<file path="src/logic/cache_pkg.sv">
package cache_pkg;

    //////////////////////////////////////////////////////////////////////
    // Widths

    localparam int ADDR_W    = 16;
    localparam int DATA_W    = 32;
    localparam int BYTES_W   = DATA_W / 8;
    localparam int TAG_W     = 6;
    // Core tag plus the NC flag on top
    localparam int MEM_TAG_W = TAG_W + 1;

    typedef logic [ADDR_W-1:0]    word_addr_t;
    typedef logic [DATA_W-1:0]    word_data_t;
    typedef logic [BYTES_W-1:0]   byteen_t;
    typedef logic [TAG_W-1:0]     core_tag_t;
    typedef logic [MEM_TAG_W-1:0] mem_tag_t;

    //////////////////////////////////////////////////////////////////////
    // Channel payloads

    typedef struct packed {
        logic       rw;
        word_addr_t addr;
        byteen_t    byteen;
        word_data_t data;
        core_tag_t  tag;
    } core_req_t;

    typedef struct packed {
        word_data_t data;
        core_tag_t  tag;
    } core_rsp_t;

    typedef struct packed {
        logic       rw;
        word_addr_t addr;
        byteen_t    byteen;
        word_data_t data;
        mem_tag_t   tag;
    } mem_req_t;

    typedef struct packed {
        word_data_t data;
        mem_tag_t   tag;
    } mem_rsp_t;

    //////////////////////////////////////////////////////////////////////
    // Cache core FSM

    typedef enum logic [2:0] {
        IDLE,
        LOOKUP,
        FILL_REQ,
        FILL_WAIT,
        RESPOND
    } cache_state_t;

endpackage

</file>
<file path="src/logic/skid_buffer.sv">
module skid_buffer #(
    parameter int DATAW = 32
) (
    input  logic             clk,
    input  logic             reset,

    input  logic             valid_in,
    input  logic [DATAW-1:0] data_in,
    output logic             ready_in,

    output logic             valid_out,
    output logic [DATAW-1:0] data_out,
    input  logic             ready_out
);

    logic             main_valid;
    logic             skid_valid;
    logic [DATAW-1:0] main_data;
    logic [DATAW-1:0] skid_data;
    logic             load_main;

    // Main register empty or draining this cycle
    assign load_main = ready_out || !main_valid;

    always_ff @(posedge clk) begin
        if (reset) begin
            main_valid <= 1'b0;
            skid_valid <= 1'b0;
        end else if (load_main) begin
            if (skid_valid) begin
                main_valid <= 1'b1;
                skid_valid <= 1'b0;
            end else begin
                main_valid <= valid_in;
            end
        end else if (valid_in && !skid_valid) begin
            skid_valid <= 1'b1;
        end
    end

    always_ff @(posedge clk) begin
        if (load_main) begin
            main_data <= skid_valid ? skid_data : data_in;
        end
        if (!load_main && !skid_valid) begin
            skid_data <= data_in;
        end
    end

    // Registered ready, one spare slot behind the main register
    assign ready_in  = !skid_valid;
    assign valid_out = main_valid;
    assign data_out  = main_data;

    a_hold_stalled: assert property (@(posedge clk) disable iff (reset)
        valid_out && !ready_out |=> valid_out && $stable(data_out));

endmodule

</file>
<file path="src/logic/nc_bypass.sv">
module nc_bypass
    import cache_pkg::*;
#(
    parameter int NC_ADDR_BIT = 15
) (
    input  logic      clk,
    input  logic      reset,

    // Core side
    input  core_req_t core_req,
    input  logic      core_req_valid,
    output logic      core_req_ready,
    input  mem_rsp_t  mem_rsp,
    input  logic      mem_rsp_valid,
    output logic      mem_rsp_ready,

    // Cache core side
    output core_req_t cache_req,
    output logic      cache_req_valid,
    input  logic      cache_req_ready,
    input  core_rsp_t cache_rsp,
    input  logic      cache_rsp_valid,
    output logic      cache_rsp_ready,
    input  mem_req_t  cache_mem_req,
    input  logic      cache_mem_req_valid,
    output logic      cache_mem_req_ready,
    output mem_rsp_t  cache_mem_rsp,
    output logic      cache_mem_rsp_valid,
    input  logic      cache_mem_rsp_ready,

    // Buffer side
    output mem_req_t  mem_req_out,
    output logic      mem_req_out_valid,
    input  logic      mem_req_out_ready,
    output core_rsp_t core_rsp_out,
    output logic      core_rsp_out_valid,
    input  logic      core_rsp_out_ready
);

    localparam int NUM_TAGS = 1 << TAG_W;

    logic      req_is_nc;
    logic      rsp_is_nc;
    mem_req_t  byp_mem_req;
    mem_req_t  cache_mem_req_tagged;
    core_rsp_t byp_core_rsp;
    logic      byp_req_valid;
    logic      byp_rsp_valid;

    //////////////////////////////////////////////////////////////////////
    // Request steering

    assign req_is_nc = core_req.addr[NC_ADDR_BIT];

    assign cache_req       = core_req;
    assign cache_req_valid = core_req_valid && !req_is_nc;
    assign byp_req_valid   = core_req_valid && req_is_nc;

    // NC flag set on bypassed requests, cleared on cache requests
    assign byp_mem_req = '{
        rw:     core_req.rw,
        addr:   core_req.addr,
        byteen: core_req.byteen,
        data:   core_req.data,
        tag:    {1'b1, core_req.tag}
    };

    always_comb begin
        cache_mem_req_tagged = cache_mem_req;
        cache_mem_req_tagged.tag[MEM_TAG_W-1] = 1'b0;
    end

    // Cache core wins the memory request port
    assign mem_req_out_valid   = cache_mem_req_valid || byp_req_valid;
    assign mem_req_out         = cache_mem_req_valid ? cache_mem_req_tagged : byp_mem_req;
    assign cache_mem_req_ready = mem_req_out_ready;

    assign core_req_ready = req_is_nc ? (mem_req_out_ready && !cache_mem_req_valid)
                                      : cache_req_ready;

    //////////////////////////////////////////////////////////////////////
    // Response steering

    assign rsp_is_nc = mem_rsp.tag[MEM_TAG_W-1];

    assign cache_mem_rsp = '{
        data: mem_rsp.data,
        tag:  {1'b0, mem_rsp.tag[TAG_W-1:0]}
    };
    assign cache_mem_rsp_valid = mem_rsp_valid && !rsp_is_nc;

    assign byp_core_rsp = '{
        data: mem_rsp.data,
        tag:  mem_rsp.tag[TAG_W-1:0]
    };
    assign byp_rsp_valid = mem_rsp_valid && rsp_is_nc;

    // Cache core wins the core response port
    assign core_rsp_out_valid = cache_rsp_valid || byp_rsp_valid;
    assign core_rsp_out       = cache_rsp_valid ? cache_rsp : byp_core_rsp;
    assign cache_rsp_ready    = core_rsp_out_ready;

    assign mem_rsp_ready = rsp_is_nc ? (core_rsp_out_ready && !cache_rsp_valid)
                                     : cache_mem_rsp_ready;

    //////////////////////////////////////////////////////////////////////
    // Outstanding bypassed reads, per core tag

    logic [NUM_TAGS-1:0] nc_pending;

    always_ff @(posedge clk) begin
        if (reset) begin
            nc_pending <= '0;
        end else begin
            if (byp_rsp_valid && mem_rsp_ready) begin
                nc_pending[mem_rsp.tag[TAG_W-1:0]] <= 1'b0;
            end
            if (byp_req_valid && core_req_ready && !core_req.rw) begin
                nc_pending[core_req.tag] <= 1'b1;
            end
        end
    end

    a_nc_rsp_known: assert property (@(posedge clk) disable iff (reset)
        byp_rsp_valid |-> nc_pending[mem_rsp.tag[TAG_W-1:0]]);

endmodule

</file>
<file path="src/logic/cache_core.sv">
module cache_core
    import cache_pkg::*;
#(
    parameter int NUM_LINES = 16
) (
    input  logic      clk,
    input  logic      reset,

    input  core_req_t req,
    input  logic      req_valid,
    output logic      req_ready,

    output core_rsp_t rsp,
    output logic      rsp_valid,
    input  logic      rsp_ready,

    output mem_req_t  mem_req,
    output logic      mem_req_valid,
    input  logic      mem_req_ready,

    input  mem_rsp_t  mem_rsp,
    input  logic      mem_rsp_valid,
    output logic      mem_rsp_ready
);

    localparam int INDEX_W = $clog2(NUM_LINES);
    localparam int LTAG_W  = ADDR_W - INDEX_W;

    cache_state_t state;
    cache_state_t next_state;

    // Line storage, indexed by the low address bits
    logic [NUM_LINES-1:0] line_valid;
    logic [LTAG_W-1:0]    line_tag [NUM_LINES];
    word_data_t           line_data [NUM_LINES];

    core_req_t            req_q;
    word_data_t           rsp_data;

    logic [INDEX_W-1:0]   idx;
    logic [LTAG_W-1:0]    atag;
    logic                 hit;
    word_data_t           merged;

    assign idx  = req_q.addr[INDEX_W-1:0];
    assign atag = req_q.addr[ADDR_W-1:INDEX_W];
    assign hit  = line_valid[idx] && (line_tag[idx] == atag);

    // Byte merge of a write into the current line contents
    always_comb begin
        merged = line_data[idx];
        for (int i = 0; i < BYTES_W; i++) begin
            if (req_q.byteen[i]) begin
                merged[i*8 +: 8] = req_q.data[i*8 +: 8];
            end
        end
    end

    //////////////////////////////////////////////////////////////////////
    // Miss FSM

    always_comb begin
        next_state = state;
        unique case (state)
            IDLE: begin
                if (req_valid) begin
                    next_state = LOOKUP;
                end
            end
            LOOKUP: begin
                if (req_q.rw || !hit) begin
                    next_state = FILL_REQ;
                end else begin
                    next_state = RESPOND;
                end
            end
            FILL_REQ: begin
                // Writes finish once memory takes them
                if (mem_req_ready) begin
                    next_state = req_q.rw ? IDLE : FILL_WAIT;
                end
            end
            FILL_WAIT: begin
                if (mem_rsp_valid) begin
                    next_state = RESPOND;
                end
            end
            RESPOND: begin
                if (rsp_ready) begin
                    next_state = IDLE;
                end
            end
            default: next_state = IDLE;
        endcase
    end

    always_ff @(posedge clk) begin
        if (reset) begin
            state      <= IDLE;
            line_valid <= '0;
        end else begin
            state <= next_state;
            if (state == FILL_WAIT && mem_rsp_valid) begin
                line_valid[idx] <= 1'b1;
            end
        end
    end

    //////////////////////////////////////////////////////////////////////
    // Request, response and line payloads

    always_ff @(posedge clk) begin
        if (state == IDLE && req_valid) begin
            req_q <= req;
        end
        if (state == LOOKUP) begin
            rsp_data <= line_data[idx];
            // Write hit updates the line; a write miss leaves it alone
            if (req_q.rw && hit) begin
                line_data[idx] <= merged;
            end
        end
        if (state == FILL_WAIT && mem_rsp_valid) begin
            line_tag[idx]  <= atag;
            line_data[idx] <= mem_rsp.data;
            rsp_data       <= mem_rsp.data;
        end
    end

    assign req_ready = (state == IDLE);

    assign rsp_valid = (state == RESPOND);
    assign rsp       = '{data: rsp_data, tag: req_q.tag};

    assign mem_req_valid = (state == FILL_REQ);
    assign mem_req = '{
        rw:     req_q.rw,
        addr:   req_q.addr,
        byteen: req_q.byteen,
        data:   req_q.data,
        tag:    {1'b0, req_q.tag}
    };

    assign mem_rsp_ready = (state == FILL_WAIT);

    // Fill data only shows up for the read in flight
    a_fill_only_waiting: assert property (@(posedge clk) disable iff (reset)
        $rose(mem_rsp_valid) |-> (state == FILL_WAIT) && (mem_rsp.tag == {1'b0, req_q.tag}));

endmodule

</file>
<file path="src/logic/cache_wrap.sv">
module cache_wrap
    import cache_pkg::*;
#(
    parameter int NUM_LINES   = 16,
    parameter int NC_ADDR_BIT = 15
) (
    input  logic      clk,
    input  logic      reset,

    input  core_req_t core_req,
    input  logic      core_req_valid,
    output logic      core_req_ready,

    output core_rsp_t core_rsp,
    output logic      core_rsp_valid,
    input  logic      core_rsp_ready,

    output mem_req_t  mem_req,
    output logic      mem_req_valid,
    input  logic      mem_req_ready,

    input  mem_rsp_t  mem_rsp,
    input  logic      mem_rsp_valid,
    output logic      mem_rsp_ready
);

    core_req_t cache_req;
    logic      cache_req_valid;
    logic      cache_req_ready;
    core_rsp_t cache_rsp;
    logic      cache_rsp_valid;
    logic      cache_rsp_ready;
    mem_req_t  cache_mem_req;
    logic      cache_mem_req_valid;
    logic      cache_mem_req_ready;
    mem_rsp_t  cache_mem_rsp;
    logic      cache_mem_rsp_valid;
    logic      cache_mem_rsp_ready;

    // Merged outputs ahead of the skid buffers
    mem_req_t  mem_req_s;
    logic      mem_req_s_valid;
    logic      mem_req_s_ready;
    core_rsp_t core_rsp_s;
    logic      core_rsp_s_valid;
    logic      core_rsp_s_ready;

    nc_bypass #(
        .NC_ADDR_BIT (NC_ADDR_BIT)
    ) u_nc_bypass (
        .clk                 (clk),
        .reset               (reset),
        .core_req            (core_req),
        .core_req_valid      (core_req_valid),
        .core_req_ready      (core_req_ready),
        .mem_rsp             (mem_rsp),
        .mem_rsp_valid       (mem_rsp_valid),
        .mem_rsp_ready       (mem_rsp_ready),
        .cache_req           (cache_req),
        .cache_req_valid     (cache_req_valid),
        .cache_req_ready     (cache_req_ready),
        .cache_rsp           (cache_rsp),
        .cache_rsp_valid     (cache_rsp_valid),
        .cache_rsp_ready     (cache_rsp_ready),
        .cache_mem_req       (cache_mem_req),
        .cache_mem_req_valid (cache_mem_req_valid),
        .cache_mem_req_ready (cache_mem_req_ready),
        .cache_mem_rsp       (cache_mem_rsp),
        .cache_mem_rsp_valid (cache_mem_rsp_valid),
        .cache_mem_rsp_ready (cache_mem_rsp_ready),
        .mem_req_out         (mem_req_s),
        .mem_req_out_valid   (mem_req_s_valid),
        .mem_req_out_ready   (mem_req_s_ready),
        .core_rsp_out        (core_rsp_s),
        .core_rsp_out_valid  (core_rsp_s_valid),
        .core_rsp_out_ready  (core_rsp_s_ready)
    );

    cache_core #(
        .NUM_LINES (NUM_LINES)
    ) u_cache_core (
        .clk           (clk),
        .reset         (reset),
        .req           (cache_req),
        .req_valid     (cache_req_valid),
        .req_ready     (cache_req_ready),
        .rsp           (cache_rsp),
        .rsp_valid     (cache_rsp_valid),
        .rsp_ready     (cache_rsp_ready),
        .mem_req       (cache_mem_req),
        .mem_req_valid (cache_mem_req_valid),
        .mem_req_ready (cache_mem_req_ready),
        .mem_rsp       (cache_mem_rsp),
        .mem_rsp_valid (cache_mem_rsp_valid),
        .mem_rsp_ready (cache_mem_rsp_ready)
    );

    skid_buffer #(
        .DATAW ($bits(mem_req_t))
    ) u_mem_req_buf (
        .clk       (clk),
        .reset     (reset),
        .valid_in  (mem_req_s_valid),
        .data_in   (mem_req_s),
        .ready_in  (mem_req_s_ready),
        .valid_out (mem_req_valid),
        .data_out  (mem_req),
        .ready_out (mem_req_ready)
    );

    skid_buffer #(
        .DATAW ($bits(core_rsp_t))
    ) u_core_rsp_buf (
        .clk       (clk),
        .reset     (reset),
        .valid_in  (core_rsp_s_valid),
        .data_in   (core_rsp_s),
        .ready_in  (core_rsp_s_ready),
        .valid_out (core_rsp_valid),
        .data_out  (core_rsp),
        .ready_out (core_rsp_ready)
    );

endmodule

</file>
<file path="config.mk">
export PLATFORM = sky130hd
export DESIGN_NAME = cache_wrap
export DESIGN_NICKNAME = d
export VERILOG_FILES = /design/src/logic/cache_pkg.sv /design/src/logic/skid_buffer.sv /design/src/logic/nc_bypass.sv /design/src/logic/cache_core.sv /design/src/logic/cache_wrap.sv
export SDC_FILE = /design/constraint.sdc
export NUM_CORES = 1
export LEC_CHECK = 0
export BUFFER_PORTS_ARGS = -buffer_cell sky130_fd_sc_hd__buf_2
export CAP_MARGIN = 20
export CORE_UTILIZATION = 35
export CTS_CLUSTER_DIAMETER = 30
export DETAILED_ROUTE_END_ITERATION = 10
export PLACE_DENSITY = 0.52
export SETUP_SLACK_MARGIN = 0.15
export SLEW_MARGIN = 20
export SYNTH_ARGS = -nofsm -noshare
export SYNTH_HDL_FRONTEND = slang
export SYNTH_HIERARCHICAL = 1
export SYNTH_SLANG_ARGS = --single-unit
</file>
<file path="constraint.sdc">
create_clock -name clk -period 13.5 [get_ports clk]
set_clock_uncertainty 0.15 [all_clocks]
set_input_delay 0.675 -clock clk [delete_from_list [all_inputs] [get_ports clk]]
set_output_delay 0.675 -clock clk [all_outputs]
set_load 0.02 [all_outputs]
</file>
==> flow_results.org <==
** Global route
- In the global route stage, overall resource usage came out at 0.173.
- Maximum number of pins on one net before global-route repair :: 69
- Number of global-route vias before repair :: 21334
- Grt ovf :: 0
- Antenna violations before repair :: 5
- First-pass GRT wire length :: between 150 and 200 mm

** Die
- The floorplan step set the die height to 347 µm.
- The die is 347 µm wide.
- The floorplan has approximately 130 rows.
- During I/O placement, the number of pins put on the boundary was 206.
- Total Die Area :: 120000 µm²
- For this configuration, the core starts out at a cell density of 0.353.
- Floorplan core area :: 118000 µm²

** Routing
- After detailed routing, the number of vias per cell comes to 5.13.
- Total wirelength of the detailed-routed design :: roughly 100 mm
- DRT antenna net count :: 0
- Total via count after detailed routing :: a little over 20000
- DRC violations left :: 0
- Average routed wire per standard cell :: 25.8 µm
- After the first detailed-routing iteration, the DRC count stood at approximately 1800.
- The first detailed-routing pass ran for 5 iterations.

** Setup path
- Required time reported for the critical path endpoint :: 13.79 ns
- Grouping stages by cell kind, the critical path spends the most delay in buffers and inverters.
- On the critical path, the stage with the largest delay is an instance of sky130_fd_sc_hd__buf_4.
- Most used cell, CP :: sky130_fd_sc_hd__buf_4
- Buffers and inverters on the worst path :: 4
- Capturing element type of the critical path :: flop
- Critical Path Max Stage Delay :: 0.78 ns
- Arrival time of the worst setup path :: 5.66 ns
- The worst setup path is launched from a flop.
- Worst setup path class :: flop to flop
- Walking the worst path, the cells encountered are buf_4 -> buf_4 -> mux4_2 -> o2bb2ai_1 -> o211ai_1 -> xnor2_1 -> nand4b_1 -> or4_1 -> buf_4 -> o21bai_4 -> buf_16.
- In this run the worst path has a maximum fanout of 53.

** Power and ir drop
- IR analysis of the VDD net gives a maximum drop of 144 µV.
- Power spread over the standard cell area amounts to 175 nW/µm².
- Standby leakage power :: 17.5 nW

** Clock network
- In this run, CTS created clock tree buffers numbering 184.
- Counting along the longest clock path gives a buffer depth of 3.
- The H-tree was split into 4 levels.
- Once the clock tree was built, the resizer swapped 0 gates to a different size.
- The clock net in this run drives a total of 1018 sinks.
- Count of hold buffers inserted by post-cts repair :: 53
- Clock-pin slew was measured on the worst setup and hold paths at 0.05 ns.
- The root buffer cell chosen for the clock tree is sky130_fd_sc_hd__clkbuf_16.
- TritonCTS built the clock tree.
- Postcts setup bufs :: 0
- Clock latency on the worst-skew pair, taken at its later pin, is ~0.76 ns.

** Final layout
- Layout overhead on the synthesized area :: 22.9%
- The layout has 10157 filler cells.
- Of the cells placed in the final design, the portion with a size suffix greater than 1 is 0.423.
- Final net count :: 2446

** Timing
- Final total negative setup slack :: 0 ns
- Final hold analysis gives a worst-case slack of a little under 0.08 ns.
- Actual transition at the worst max-transition pin :: 1.12 ns
- Tightest slew margin relative to the limit :: 0.251
- The count of final hold-check violations was 0.
- Highest clock rate :: 0.186 GHz
- Endpoints failing setup :: 0
- Total count of max-transition violations in the final report :: 0
- The routed design could run at a clock period as short as around 5.4 ns.
- Final worst-path cycle share :: 0.397
- Unrepaired setup endpoints after global routing :: false
- Final critical-path setup slack :: 8.14 ns

** Yosys
- Mapped Cells :: 2013
- Area of the mapped netlist :: 41600 µm²
- Average cell area after synthesis :: 20.7 µm²
- When the netlist entered floorplanning its net count stood at 2117.
- For this run, the number of Yosys warnings is 6.

** Run status
- Status :: complete, no violations

** Worst hold path
- The path class of the tightest hold or removal check is input port to flop.

** Run
- Max-cap violations :: 0

** Place
- Port Buf Inserts :: 205
- Summed over all nets, the half-perimeter wirelength after detailed placement is 67.1 mm.
- At the end of routability-driven placement, the weighted congestion stood at 0.791.
- Before CTS, the worst setup slack after placement is a little under 8 ns.
-- where the power goes --
group / total (W) / switching, W / internal, W
sequential: 0.00365 / 0.0000482 / 0.00361
combinational: 0.000666 / 0.000392 / 0.000274
clock: 0.00464 / 0.00162 / 0.00302
-- path summary, 6_finish.rpt --
| check | endpoint | startpoint | slack (ns) | depth (start not counted) |
|---|---|---|---|---|
| max reg2reg | u_cache_core/line_data[5][10] | flop | 8.14 | 11 |
| max | u_cache_core/line_data[5][10] | flop | 8.14 | 11 |
| min | u_cache_core/mem_req[34] | core_req[33] | 0.08 | 1 |
| min reg2reg | u_cache_core/line_valid[2] | u_cache_core/line_valid[2] | 0.31 | 2 |
-- final cells by class --
type | instances | area [µm²] | area share
multi-input cells | 787 | 10100 | 0.197
flip-flops and latches | 1018 | 30300 | 0.593
diodes | 1 | 2.50 | 0.0000489
repair buffers | 342 | 2420 | 0.0473
inverters | 9 | 36.3 | 0.000710
well taps | 1536 | 1920 | 0.0376
clock inverters | 138 | 1650 | 0.0323
clock buffers | 204 | 4700 | 0.0919
-- metal layers --
metal	global-route usage	part of all wire	wire (µm)	vias up
li1	-	-	-	8788
met1	0.260	0.48	49600	11047
met2	0.250	0.44	46000	719
met3	0.0361	0.064	6690	135
met4	0.0513	0.019	2010	0
met5	0	0	0	-
-- metrics by stage --
stage,area (µm²),util,cells,power [W]
final,51100,0.434,4035,0.00896
after global routing,51100,0.434,4034,0.00922
after CTS,51000,0.432,4028,0.00905
after detailed placement,44100,0.374,3633,0.00437
after global placement,43900,0.372,3624,0.00436
after floorplan,41600,-,2013,0.00413
-- state kept, by name (all words and copies together) (netlist names), 3 cells and up, named ones only --
name,count
u_cache_core/line_data,512
u_cache_core/line_valid,16
u_core_rsp_buf/data_out,38
u_mem_req_buf/skid_data,60
u_cache_core/rsp_data,32
u_core_rsp_buf/skid_data,38
u_cache_core/line_tag,192
u_cache_core/mem_req,59
u_mem_req_buf/data_out,60
u_cache_core/state,3
-- cells in the final DEF (no fill, tap or decap), types with 5 or more instances in the layout --
master                          count
sky130_fd_sc_hd__edfxtp_1         991
sky130_fd_sc_hd__buf_2            205
sky130_fd_sc_hd__mux4_2           205
sky130_fd_sc_hd__clkbuf_16        184
sky130_fd_sc_hd__mux2_4           153
sky130_fd_sc_hd__nand2_1          113
sky130_fd_sc_hd__buf_4             69
sky130_fd_sc_hd__dlygate4sd3_1     53
sky130_fd_sc_hd__mux2_2            51
sky130_fd_sc_hd__mux2i_1           48
sky130_fd_sc_hd__nor2_1            44
sky130_fd_sc_hd__o21ai_0           31
sky130_fd_sc_hd__bufinv_16         25
sky130_fd_sc_hd__clkinv_2          24
sky130_fd_sc_hd__dfxtp_1           22
sky130_fd_sc_hd__clkinv_4          21
sky130_fd_sc_hd__inv_6             20
sky130_fd_sc_hd__clkinvlp_4        19
sky130_fd_sc_hd__clkbuf_1          18
sky130_fd_sc_hd__clkinv_1          16
sky130_fd_sc_hd__nand3_1           16
sky130_fd_sc_hd__nor2b_1           12
sky130_fd_sc_hd__o21bai_4          12
sky130_fd_sc_hd__xnor2_1           11
sky130_fd_sc_hd__inv_1              7
sky130_fd_sc_hd__nor2_2             7
sky130_fd_sc_hd__buf_16             7
sky130_fd_sc_hd__inv_8              6
sky130_fd_sc_hd__nor3_1             6
sky130_fd_sc_hd__mux4_1             6
sky130_fd_sc_hd__buf_12             6
sky130_fd_sc_hd__a22oi_1            5
sky130_fd_sc_hd__nand2b_1           5
sky130_fd_sc_hd__a21oi_1            5
(Power assumes the default switching activity.)
